### src/include/sm_ctrl_cfg.svh
`ifndef SM_CTRL_CFG_SVH
`define SM_CTRL_CFG_SVH

// data and address word of the processor
`define SM_WORD_WIDTH 16

// byte distance between two words during a wipe
`define SM_ADDR_STEP 2

// destination codes sent along with reg_write
`define SM_DEST_RET 16'h8000
`define SM_DEST_DISABLE 16'h0001

`endif
### src/source/mem_types_pkg.sv
`default_nettype none

`include "sm_ctrl_cfg.svh"

package mem_types_pkg;

    typedef logic [`SM_WORD_WIDTH-1:0] word_t;

    // byte address with words on even addresses
    typedef logic [`SM_WORD_WIDTH-1:0] addr_t;

    // one select bit per byte lane
    typedef logic [`SM_WORD_WIDTH/8-1:0] byte_sel_t;

endpackage

`default_nettype wire

### src/source/sm_types_pkg.sv
`default_nettype none

package sm_types_pkg;

    // commands accepted on a start pulse
    typedef enum logic [1:0] {
        CMD_ID      = 2'd0,
        CMD_ID_PREV = 2'd1,
        CMD_DISABLE = 2'd2
    } cmd_t;

    // what the module table should put on sm_data
    typedef enum logic [2:0] {
        REQ_NONE      = 3'd0,
        REQ_PUB_START = 3'd1,
        REQ_PUB_END   = 3'd2,
        REQ_SEC_START = 3'd3,
        REQ_SEC_END   = 3'd4,
        REQ_ID        = 3'd5
    } sm_req_t;

    typedef enum logic [3:0] {
        ST_IDLE,
        ST_CHECK,
        ST_CODE_START,
        ST_CODE_END,
        ST_CODE_WIPE,
        ST_DATA_START,
        ST_DATA_END,
        ST_DATA_WIPE,
        ST_FAIL,
        ST_SUCCESS,
        ST_WAIT
    } state_t;

endpackage

`default_nettype wire

### src/source/sm_ctrl_top.sv
`timescale 1ns/1ps
`default_nettype none

module sm_ctrl_top
(
    input  wire                             clk,
    input  wire                             reset,
    input  wire                             start,
    input  wire sm_types_pkg::cmd_t         cmd,
    input  wire mem_types_pkg::word_t       pc,
    input  wire mem_types_pkg::word_t       r15,
    input  wire mem_types_pkg::word_t       sm_prev_id,
    input  wire mem_types_pkg::word_t       sm_data,
    input  wire                             sm_data_select_valid,
    input  wire                             sm_key_select_valid,
    output mem_types_pkg::addr_t            sm_data_select,
    output mem_types_pkg::addr_t            sm_key_select,
    output sm_types_pkg::sm_req_t           sm_request,
    output logic                            busy,
    output logic                            reg_write,
    output mem_types_pkg::word_t            dest_reg,
    output mem_types_pkg::word_t            reg_data_out,
    output logic                            wb_cyc,
    output logic                            wb_stb,
    output logic                            wb_we,
    output mem_types_pkg::addr_t            wb_adr,
    output mem_types_pkg::word_t            wb_dat_o,
    output mem_types_pkg::byte_sel_t        wb_sel,
    input  wire                             wb_ack
);

    logic sm_valid;
    logic load_base;
    logic load_limit;
    logic wipe_run;
    logic wipe_done;

    sm_lookup sm_lookup_i
    (
        .clk                  (clk),
        .reset                (reset),
        .cmd                  (cmd),
        .pc                   (pc),
        .r15                  (r15),
        .sm_data_select_valid (sm_data_select_valid),
        .sm_key_select_valid  (sm_key_select_valid),
        .sm_data_select       (sm_data_select),
        .sm_key_select        (sm_key_select),
        .sm_valid             (sm_valid)
    );

    sm_cmd_fsm sm_cmd_fsm_i
    (
        .clk          (clk),
        .reset        (reset),
        .start        (start),
        .cmd          (cmd),
        .r15          (r15),
        .sm_data      (sm_data),
        .sm_prev_id   (sm_prev_id),
        .sm_valid     (sm_valid),
        .wipe_done    (wipe_done),
        .sm_request   (sm_request),
        .load_base    (load_base),
        .load_limit   (load_limit),
        .wipe_run     (wipe_run),
        .busy         (busy),
        .reg_write    (reg_write),
        .dest_reg     (dest_reg),
        .reg_data_out (reg_data_out)
    );

    // range bounds come straight from the module table answer
    range_wiper range_wiper_i
    (
        .clk        (clk),
        .reset      (reset),
        .sm_data    (sm_data),
        .load_base  (load_base),
        .load_limit (load_limit),
        .wipe_run   (wipe_run),
        .wipe_done  (wipe_done),
        .wb_cyc     (wb_cyc),
        .wb_stb     (wb_stb),
        .wb_we      (wb_we),
        .wb_adr     (wb_adr),
        .wb_dat_o   (wb_dat_o),
        .wb_sel     (wb_sel),
        .wb_ack     (wb_ack)
    );

endmodule

`default_nettype wire

### src/source/sm_cmd_fsm.sv
`timescale 1ns/1ps
`default_nettype none

`include "sm_ctrl_cfg.svh"

module sm_cmd_fsm
(
    input  wire                        clk,
    input  wire                        reset,
    input  wire                        start,
    input  wire sm_types_pkg::cmd_t    cmd,
    input  wire mem_types_pkg::word_t  r15,
    input  wire mem_types_pkg::word_t  sm_data,
    input  wire mem_types_pkg::word_t  sm_prev_id,
    input  wire                        sm_valid,
    input  wire                        wipe_done,
    output sm_types_pkg::sm_req_t      sm_request,
    output logic                       load_base,
    output logic                       load_limit,
    output logic                       wipe_run,
    output logic                       busy,
    output logic                       reg_write,
    output mem_types_pkg::word_t       dest_reg,
    output mem_types_pkg::word_t       reg_data_out
);

    import sm_types_pkg::*;
    import mem_types_pkg::*;

    state_t state;
    state_t next_state;
    logic   check_settled;
    logic   set_result;
    word_t  dest_val;
    word_t  data_val;

    always_comb
    begin
        next_state = state;
        case (state)
            ST_IDLE:
            begin
                if (start && !busy)
                    next_state = ST_CHECK;
            end
            ST_CHECK:
            begin
                // first cycle lets sm_valid pick up this command
                if (check_settled)
                begin
                    if (!sm_valid)
                        next_state = ST_FAIL;
                    else if (cmd == CMD_DISABLE)
                        next_state = ST_CODE_START;
                    else
                        next_state = ST_SUCCESS;
                end
            end
            ST_CODE_START: next_state = ST_CODE_END;
            ST_CODE_END:   next_state = ST_CODE_WIPE;
            ST_CODE_WIPE:
            begin
                if (wipe_done)
                    next_state = ST_DATA_START;
            end
            ST_DATA_START: next_state = ST_DATA_END;
            ST_DATA_END:   next_state = ST_DATA_WIPE;
            ST_DATA_WIPE:
            begin
                if (wipe_done)
                    next_state = ST_SUCCESS;
            end
            ST_FAIL:       next_state = ST_IDLE;
            ST_SUCCESS:    next_state = (cmd == CMD_DISABLE) ? ST_WAIT : ST_IDLE;
            ST_WAIT:       next_state = ST_IDLE;
            default:       next_state = ST_IDLE;
        endcase
    end

    always_comb
    begin
        sm_request = REQ_NONE;
        load_base  = 1'b0;
        load_limit = 1'b0;
        wipe_run   = 1'b0;
        set_result = 1'b0;
        dest_val   = '0;
        data_val   = '0;
        case (state)
            ST_CODE_START:
            begin
                sm_request = REQ_PUB_START;
                load_base  = 1'b1;
            end
            ST_CODE_END:
            begin
                sm_request = REQ_PUB_END;
                load_limit = 1'b1;
            end
            ST_DATA_START:
            begin
                sm_request = REQ_SEC_START;
                load_base  = 1'b1;
            end
            ST_DATA_END:
            begin
                sm_request = REQ_SEC_END;
                load_limit = 1'b1;
            end
            ST_CODE_WIPE, ST_DATA_WIPE:
            begin
                wipe_run = 1'b1;
            end
            ST_FAIL:
            begin
                set_result = 1'b1;
                dest_val   = `SM_DEST_RET;
            end
            ST_SUCCESS:
            begin
                set_result = 1'b1;
                case (cmd)
                    CMD_ID:
                    begin
                        sm_request = REQ_ID;
                        dest_val   = `SM_DEST_RET;
                        data_val   = sm_data;
                    end
                    CMD_ID_PREV:
                    begin
                        dest_val = `SM_DEST_RET;
                        data_val = sm_prev_id;
                    end
                    default:
                    begin
                        dest_val = `SM_DEST_DISABLE;
                        data_val = r15;
                    end
                endcase
            end
            default:
            begin
            end
        endcase
    end

    always_ff @(posedge clk)
    begin
        if (reset)
        begin
            state         <= ST_IDLE;
            check_settled <= 1'b0;
            busy          <= 1'b0;
            reg_write     <= 1'b0;
        end
        else
        begin
            state         <= next_state;
            check_settled <= (state == ST_CHECK);
            // stays up through the result cycle and the trailing wait
            busy          <= (state != ST_IDLE) || (next_state != ST_IDLE);
            reg_write     <= set_result;
        end
    end

    always_ff @(posedge clk)
    begin
        if (set_result)
        begin
            dest_reg     <= dest_val;
            reg_data_out <= data_val;
        end
    end

endmodule

`default_nettype wire

### src/source/range_wiper.sv
`timescale 1ns/1ps
`default_nettype none

`include "sm_ctrl_cfg.svh"

module range_wiper
(
    input  wire                        clk,
    input  wire                        reset,
    input  wire mem_types_pkg::word_t  sm_data,
    input  wire                        load_base,
    input  wire                        load_limit,
    input  wire                        wipe_run,
    output logic                       wipe_done,
    output logic                       wb_cyc,
    output logic                       wb_stb,
    output logic                       wb_we,
    output mem_types_pkg::addr_t       wb_adr,
    output mem_types_pkg::word_t       wb_dat_o,
    output mem_types_pkg::byte_sel_t   wb_sel,
    input  wire                        wb_ack
);

    import mem_types_pkg::*;

    addr_t wipe_addr;
    addr_t wipe_limit;
    logic  bus_active;
    logic  range_end;

    // advance only on ack so a stalled write keeps its address
    always_ff @(posedge clk)
    begin
        if (load_base)
            wipe_addr <= sm_data;
        else if (bus_active && wb_ack)
            wipe_addr <= wipe_addr + addr_t'(`SM_ADDR_STEP);
    end

    always_ff @(posedge clk)
    begin
        if (load_limit)
            wipe_limit <= sm_data;
    end

    assign range_end = (wipe_addr >= wipe_limit);

    // after an ack the bus is idle for one cycle before the next write
    always_ff @(posedge clk)
    begin
        if (reset)
            bus_active <= 1'b0;
        else if (bus_active)
        begin
            if (wb_ack)
                bus_active <= 1'b0;
        end
        else if (wipe_run && !range_end)
            bus_active <= 1'b1;
    end

    assign wb_cyc   = bus_active;
    assign wb_stb   = bus_active;
    assign wb_we    = bus_active;
    assign wb_adr   = wipe_addr;
    assign wb_dat_o = '0;
    assign wb_sel   = '1;

    assign wipe_done = wipe_run && !bus_active && range_end;

endmodule

`default_nettype wire

### src/source/sm_lookup.sv
`timescale 1ns/1ps
`default_nettype none

module sm_lookup
(
    input  wire                        clk,
    input  wire                        reset,
    input  wire sm_types_pkg::cmd_t    cmd,
    input  wire mem_types_pkg::word_t  pc,
    input  wire mem_types_pkg::word_t  r15,
    input  wire                        sm_data_select_valid,
    input  wire                        sm_key_select_valid,
    output mem_types_pkg::addr_t       sm_data_select,
    output mem_types_pkg::addr_t       sm_key_select,
    output logic                       sm_valid
);

    import sm_types_pkg::*;

    logic valid_next;

    // identity lookup goes by r15, everything else by pc
    assign sm_data_select = (cmd == CMD_ID) ? r15 : pc;

    // the running module owns the key select
    assign sm_key_select = pc;

    always_comb
    begin
        case (cmd)
            CMD_ID:      valid_next = sm_data_select_valid;
            CMD_DISABLE: valid_next = sm_key_select_valid;
            default:     valid_next = 1'b1;
        endcase
    end

    always_ff @(posedge clk)
    begin
        if (reset)
            sm_valid <= 1'b0;
        else
            sm_valid <= valid_next;
    end

endmodule

`default_nettype wire

### config.mk
export PLATFORM = sky130hd
export DESIGN_NAME = sm_ctrl_top
export DESIGN_NICKNAME = d
export VERILOG_FILES = /design/src/source/mem_types_pkg.sv /design/src/source/sm_types_pkg.sv /design/src/source/sm_ctrl_top.sv /design/src/source/sm_cmd_fsm.sv /design/src/source/range_wiper.sv /design/src/source/sm_lookup.sv
export VERILOG_INCLUDE_DIRS = /design/src /design/src/include
export SDC_FILE = /design/constraint.sdc
export NUM_CORES = 1
export LEC_CHECK = 0
export BUFFER_PORTS_ARGS = -buffer_cell sky130_fd_sc_hd__buf_4
export CAP_MARGIN = 0
export CELL_PAD_IN_SITES_DETAIL_PLACEMENT = 1
export CELL_PAD_IN_SITES_GLOBAL_PLACEMENT = 1
export CORE_MARGIN = 4
export CORE_UTILIZATION = 38
export DETAILED_ROUTE_END_ITERATION = 8
export PLACE_DENSITY_LB_ADDON = 0.12
export SLEW_MARGIN = 15
export SYNTH_ARGS = -nofsm -noshare
export SYNTH_HDL_FRONTEND = slang
export SYNTH_HIERARCHICAL = 1
export SYNTH_SLANG_ARGS = --single-unit
export TNS_END_PERCENT = 100
### constraint.sdc
create_clock -name clk -period 5.3 [get_ports clk]
set_input_delay 0.795 -clock clk [delete_from_list [all_inputs] [get_ports clk]]
set_output_delay 0.795 -clock clk [all_outputs]
set_load 0.01 [all_outputs]
==> results.json <==
{
  "status": "finished clean",
  "viasPerCell": 4.847,
  "fillCellCount": 1154,
  "fp.dieW_um": 110.0,
  "cts_buffer_depth": 2,
  "synth-seq-cells": 59,
  "arrival_ns": 2.53,
  "post_drt_wl_per_cell_um": 16.96,
  "crit_path_start_kind": "flip-flop",
  "drive_gt1_share_pct": 37.43,
  "postSynthCellCount": 388,
  "clock_sinks": 59,
  "track_usage_pct": 17.82,
  "dp_hpwl_um": 8729,
  "path_class": "flip-flop to output pin",
  "yosys_warnings": 6,
  "peakVddDrop_v": 0.0001079,
  "grt_pass1_wl_um": 16300,
  "io_buffers": 145,
  "row_count": 36,
  "core_um2": 9955,
  "start_util_pct": 39.73,
  "crit_path_top_delay_cell": "nand4bb_1",
  "cp_num_buf_inv": 1,
  "syn2layout_area_growth_pct": 27.30,
  "clk_latency_ns": 0.34,
  "final_util_pct": 50.58,
  "crit_family": "simple AND/OR/NAND/NOR gates",
  "clk_pin_slew_ns": 0.06,
  "rsz0062_at_grt": "no",
  "cts_hold_buf": 0,
  "ant_nets": 0,
  "ys_seq_area_share_pct": 42.52,
  "finalWirelength_um": 10960,
  "gp_congestion": 0.7990,
  "setup_viol": 0,
  "ys_types": 58,
  "post_cts_buffers": 0,
  "cts_repair_resize_count": 0,
  "period_share_pct": 62.77,
  "leakage_nw": 2.214,
  "diodes": 0,
  "dieArea_um2": 12100,
  "hold_viol_final": 0,
  "synth.avg_cell_area_um2": 10.19,
  "slew_headroom_pct": 47.68,
  "crit_chain": "nand4bb_1, or3_1, o21ai_1, buf_4",
  "grt_max_degree": 33,
  "grt_pass1_vias": 3305,
  "cellPowerDensity_nw_per_um2": 312.9,
  "holdCritPathClass": "flip-flop to flip-flop",
  "fmax_ghz": 0.3006,
  "route.detailed.drc": 0,
  "nNetsFinal": 597,
  "drv_slew": 0,
  "multiInputGateArea_um2": 1842,
  "worst_pin_slew_ns": 0.7804,
  "vias": 3131,
  "cts_inserted_buffers": 9,
  "finClkSkew_ns": 0.009032,
  "cp-end-kind": "output pin",
  "ys.flop_type": "edfxtp_1",
  "ctsRootBufferMaster": "clkbuf_8",
  "first_pass_iters": 4,
  "grt_overflow": 0,
  "required_ns": 4.51,
  "cpPeakStageDelay_ns": 0.72,
  "critPathMaxFanout": 19,
  "die_y_um": 110.0,
  "final.setup.tns_ns": 0,
  "min_period_ns": 3.327,
  "regArea_um2": 1682,
  "htreeDepth": 3,
  "antenna_found_initial": 0,
  "drv_cap": 0,
  "pin_count": 178,
  "netlist_area_um2": 3955,
  "cts_tree": "done",
  "first_iter_violations": 120,
  "async_flop_share_pct": 0,
  "synth_edf_count": 50
}
==> tightest hold or removal path: cells and delay by family (launching register included) <==
| family | cells | cell delay, ns |
|---|---|---|
| AO/OA/AOI/OAI | 2 | 0.18 |
| flip-flops | 1 | 0.33 |
==> synth_stat cells (9+ instances only) <==
cell type | n | area, um^2
nand2_1 | 54 | 202.7
a21oi_1 | 26 | 130.1
mux2_4 | 10 | 150.1
nor2_1 | 9 | 33.78
dfxtp_1 | 9 | 180.2
clkbuf_1 | 13 | 48.80
o21ai_0 | 15 | 75.07
inv_1 | 22 | 82.58
ha_1 | 17 | 212.7
edfxtp_1 | 50 | 1501
mux2_1 | 15 | 168.9
buf_4 | 50 | 375.4
==> placed cells by master (no fill, tap or decap), types with 3 or more instances in the layout <==
cell / instances
nor4_1: 3
clkbuf_8: 9
nand2_1: 54
ha_1: 17
mux2_2: 8
nor2_1: 8
o21ai_1: 4
edfxtp_1: 50
clkinv_2: 4
nor3b_1: 4
nand2b_1: 5
conb_1: 32
mux2_4: 10
dfxtp_1: 9
nand3_1: 6
o21ai_0: 15
xor2_1: 7
and3_1: 7
inv_1: 22
mux2_1: 15
or3_1: 3
xnor2_1: 8
buf_4: 146
a21oi_1: 26
==> metal layers <==
layer | share of wire, % | vias up | routed length [um] | global-route usage, %
met4 | 1.6 | 0 | 180 | 6.768
met1 | 42 | 1487 | 4598 | 21.54
met3 | 6.0 | 12 | 658 | 4.718
met5 | 0 | - | 0 | 0
li1 | - | 1514 | - | -
met2 | 50 | 118 | 5519 | 30.29
==> logic make-up after synthesis <==
| logic type | count (synthesis) | synth area share [%] |
|---|---|---|
| AOI/OAI and AO/OA | 62 | 9.523 |
| xor gates and xnor gates | 15 | 3.322 |
| adders and majority gates | 17 | 5.378 |
| buffers and inverters | 90 | 13.73 |
| DFF | 59 | 42.52 |
| muxes | 34 | 10.60 |
| other | 3 | 0.2847 |
| and+or+nand+nor | 108 | 14.65 |
==> worst paths after layout <==
path | slack, ns | to | cells after the start | startpoint
worst min-delay path | 0.57 | sm_cmd_fsm_i/state[3]$_SDFF_PP0_ | 2 | sm_cmd_fsm_i/check_settled$_SDFF_PP0_
worst max register to register | 2.60 | sm_cmd_fsm_i/state[3]$_SDFF_PP0_ | 9 | range_wiper_i/wb_adr[13]$_DFFE_PN_
worst max-delay path | 1.97 | sm_request[0] | 4 | sm_cmd_fsm_i/state[3]$_SDFF_PP0_
worst min register to register | 0.57 | sm_cmd_fsm_i/state[3]$_SDFF_PP0_ | 2 | sm_cmd_fsm_i/check_settled$_SDFF_PP0_
==> power breakdown <==
part | internal (mW) | leakage [nW] | total [mW] | switching [mW]
clock network | 0.163 | 0.0836 | 0.340 | 0.178
registers | 0.601 | 0.527 | 0.691 | 0.0900
logic | 0.258 | 1.60 | 0.544 | 0.286
total | 1.02 | 2.21 | 1.58 | 0.554
==> metrics by stage <==
step | setup slack [ns] | hold WS [ns] | cells | total power, mW | instance area [um^2]
after detailed placement | 2.338 | 0.5540 | 630 | 1.251 | 4876
after CTS | 1.942 | 0.5730 | 646 | 1.598 | 5035
after floorplan | 2.787 | 0.4971 | 417 | 1.039 | 4064
after global placement | 2.402 | 0.5458 | 630 | 1.227 | 4876
after global routing | 1.721 | 0.5949 | 646 | 1.686 | 5035
final | 1.973 | 0.5701 | 646 | 1.575 | 5035
==> final cells by class <==
class,instances,area share [%]
repair buffers,146,21.77
flip-flops and latches,59,33.40
clock buffers,9,2.460
inverters,24,1.789
well taps,133,3.305
multi-input cells,268,36.58
clock inverters,7,0.6958
No activity file was read; power rests on OpenSTA's default activity.
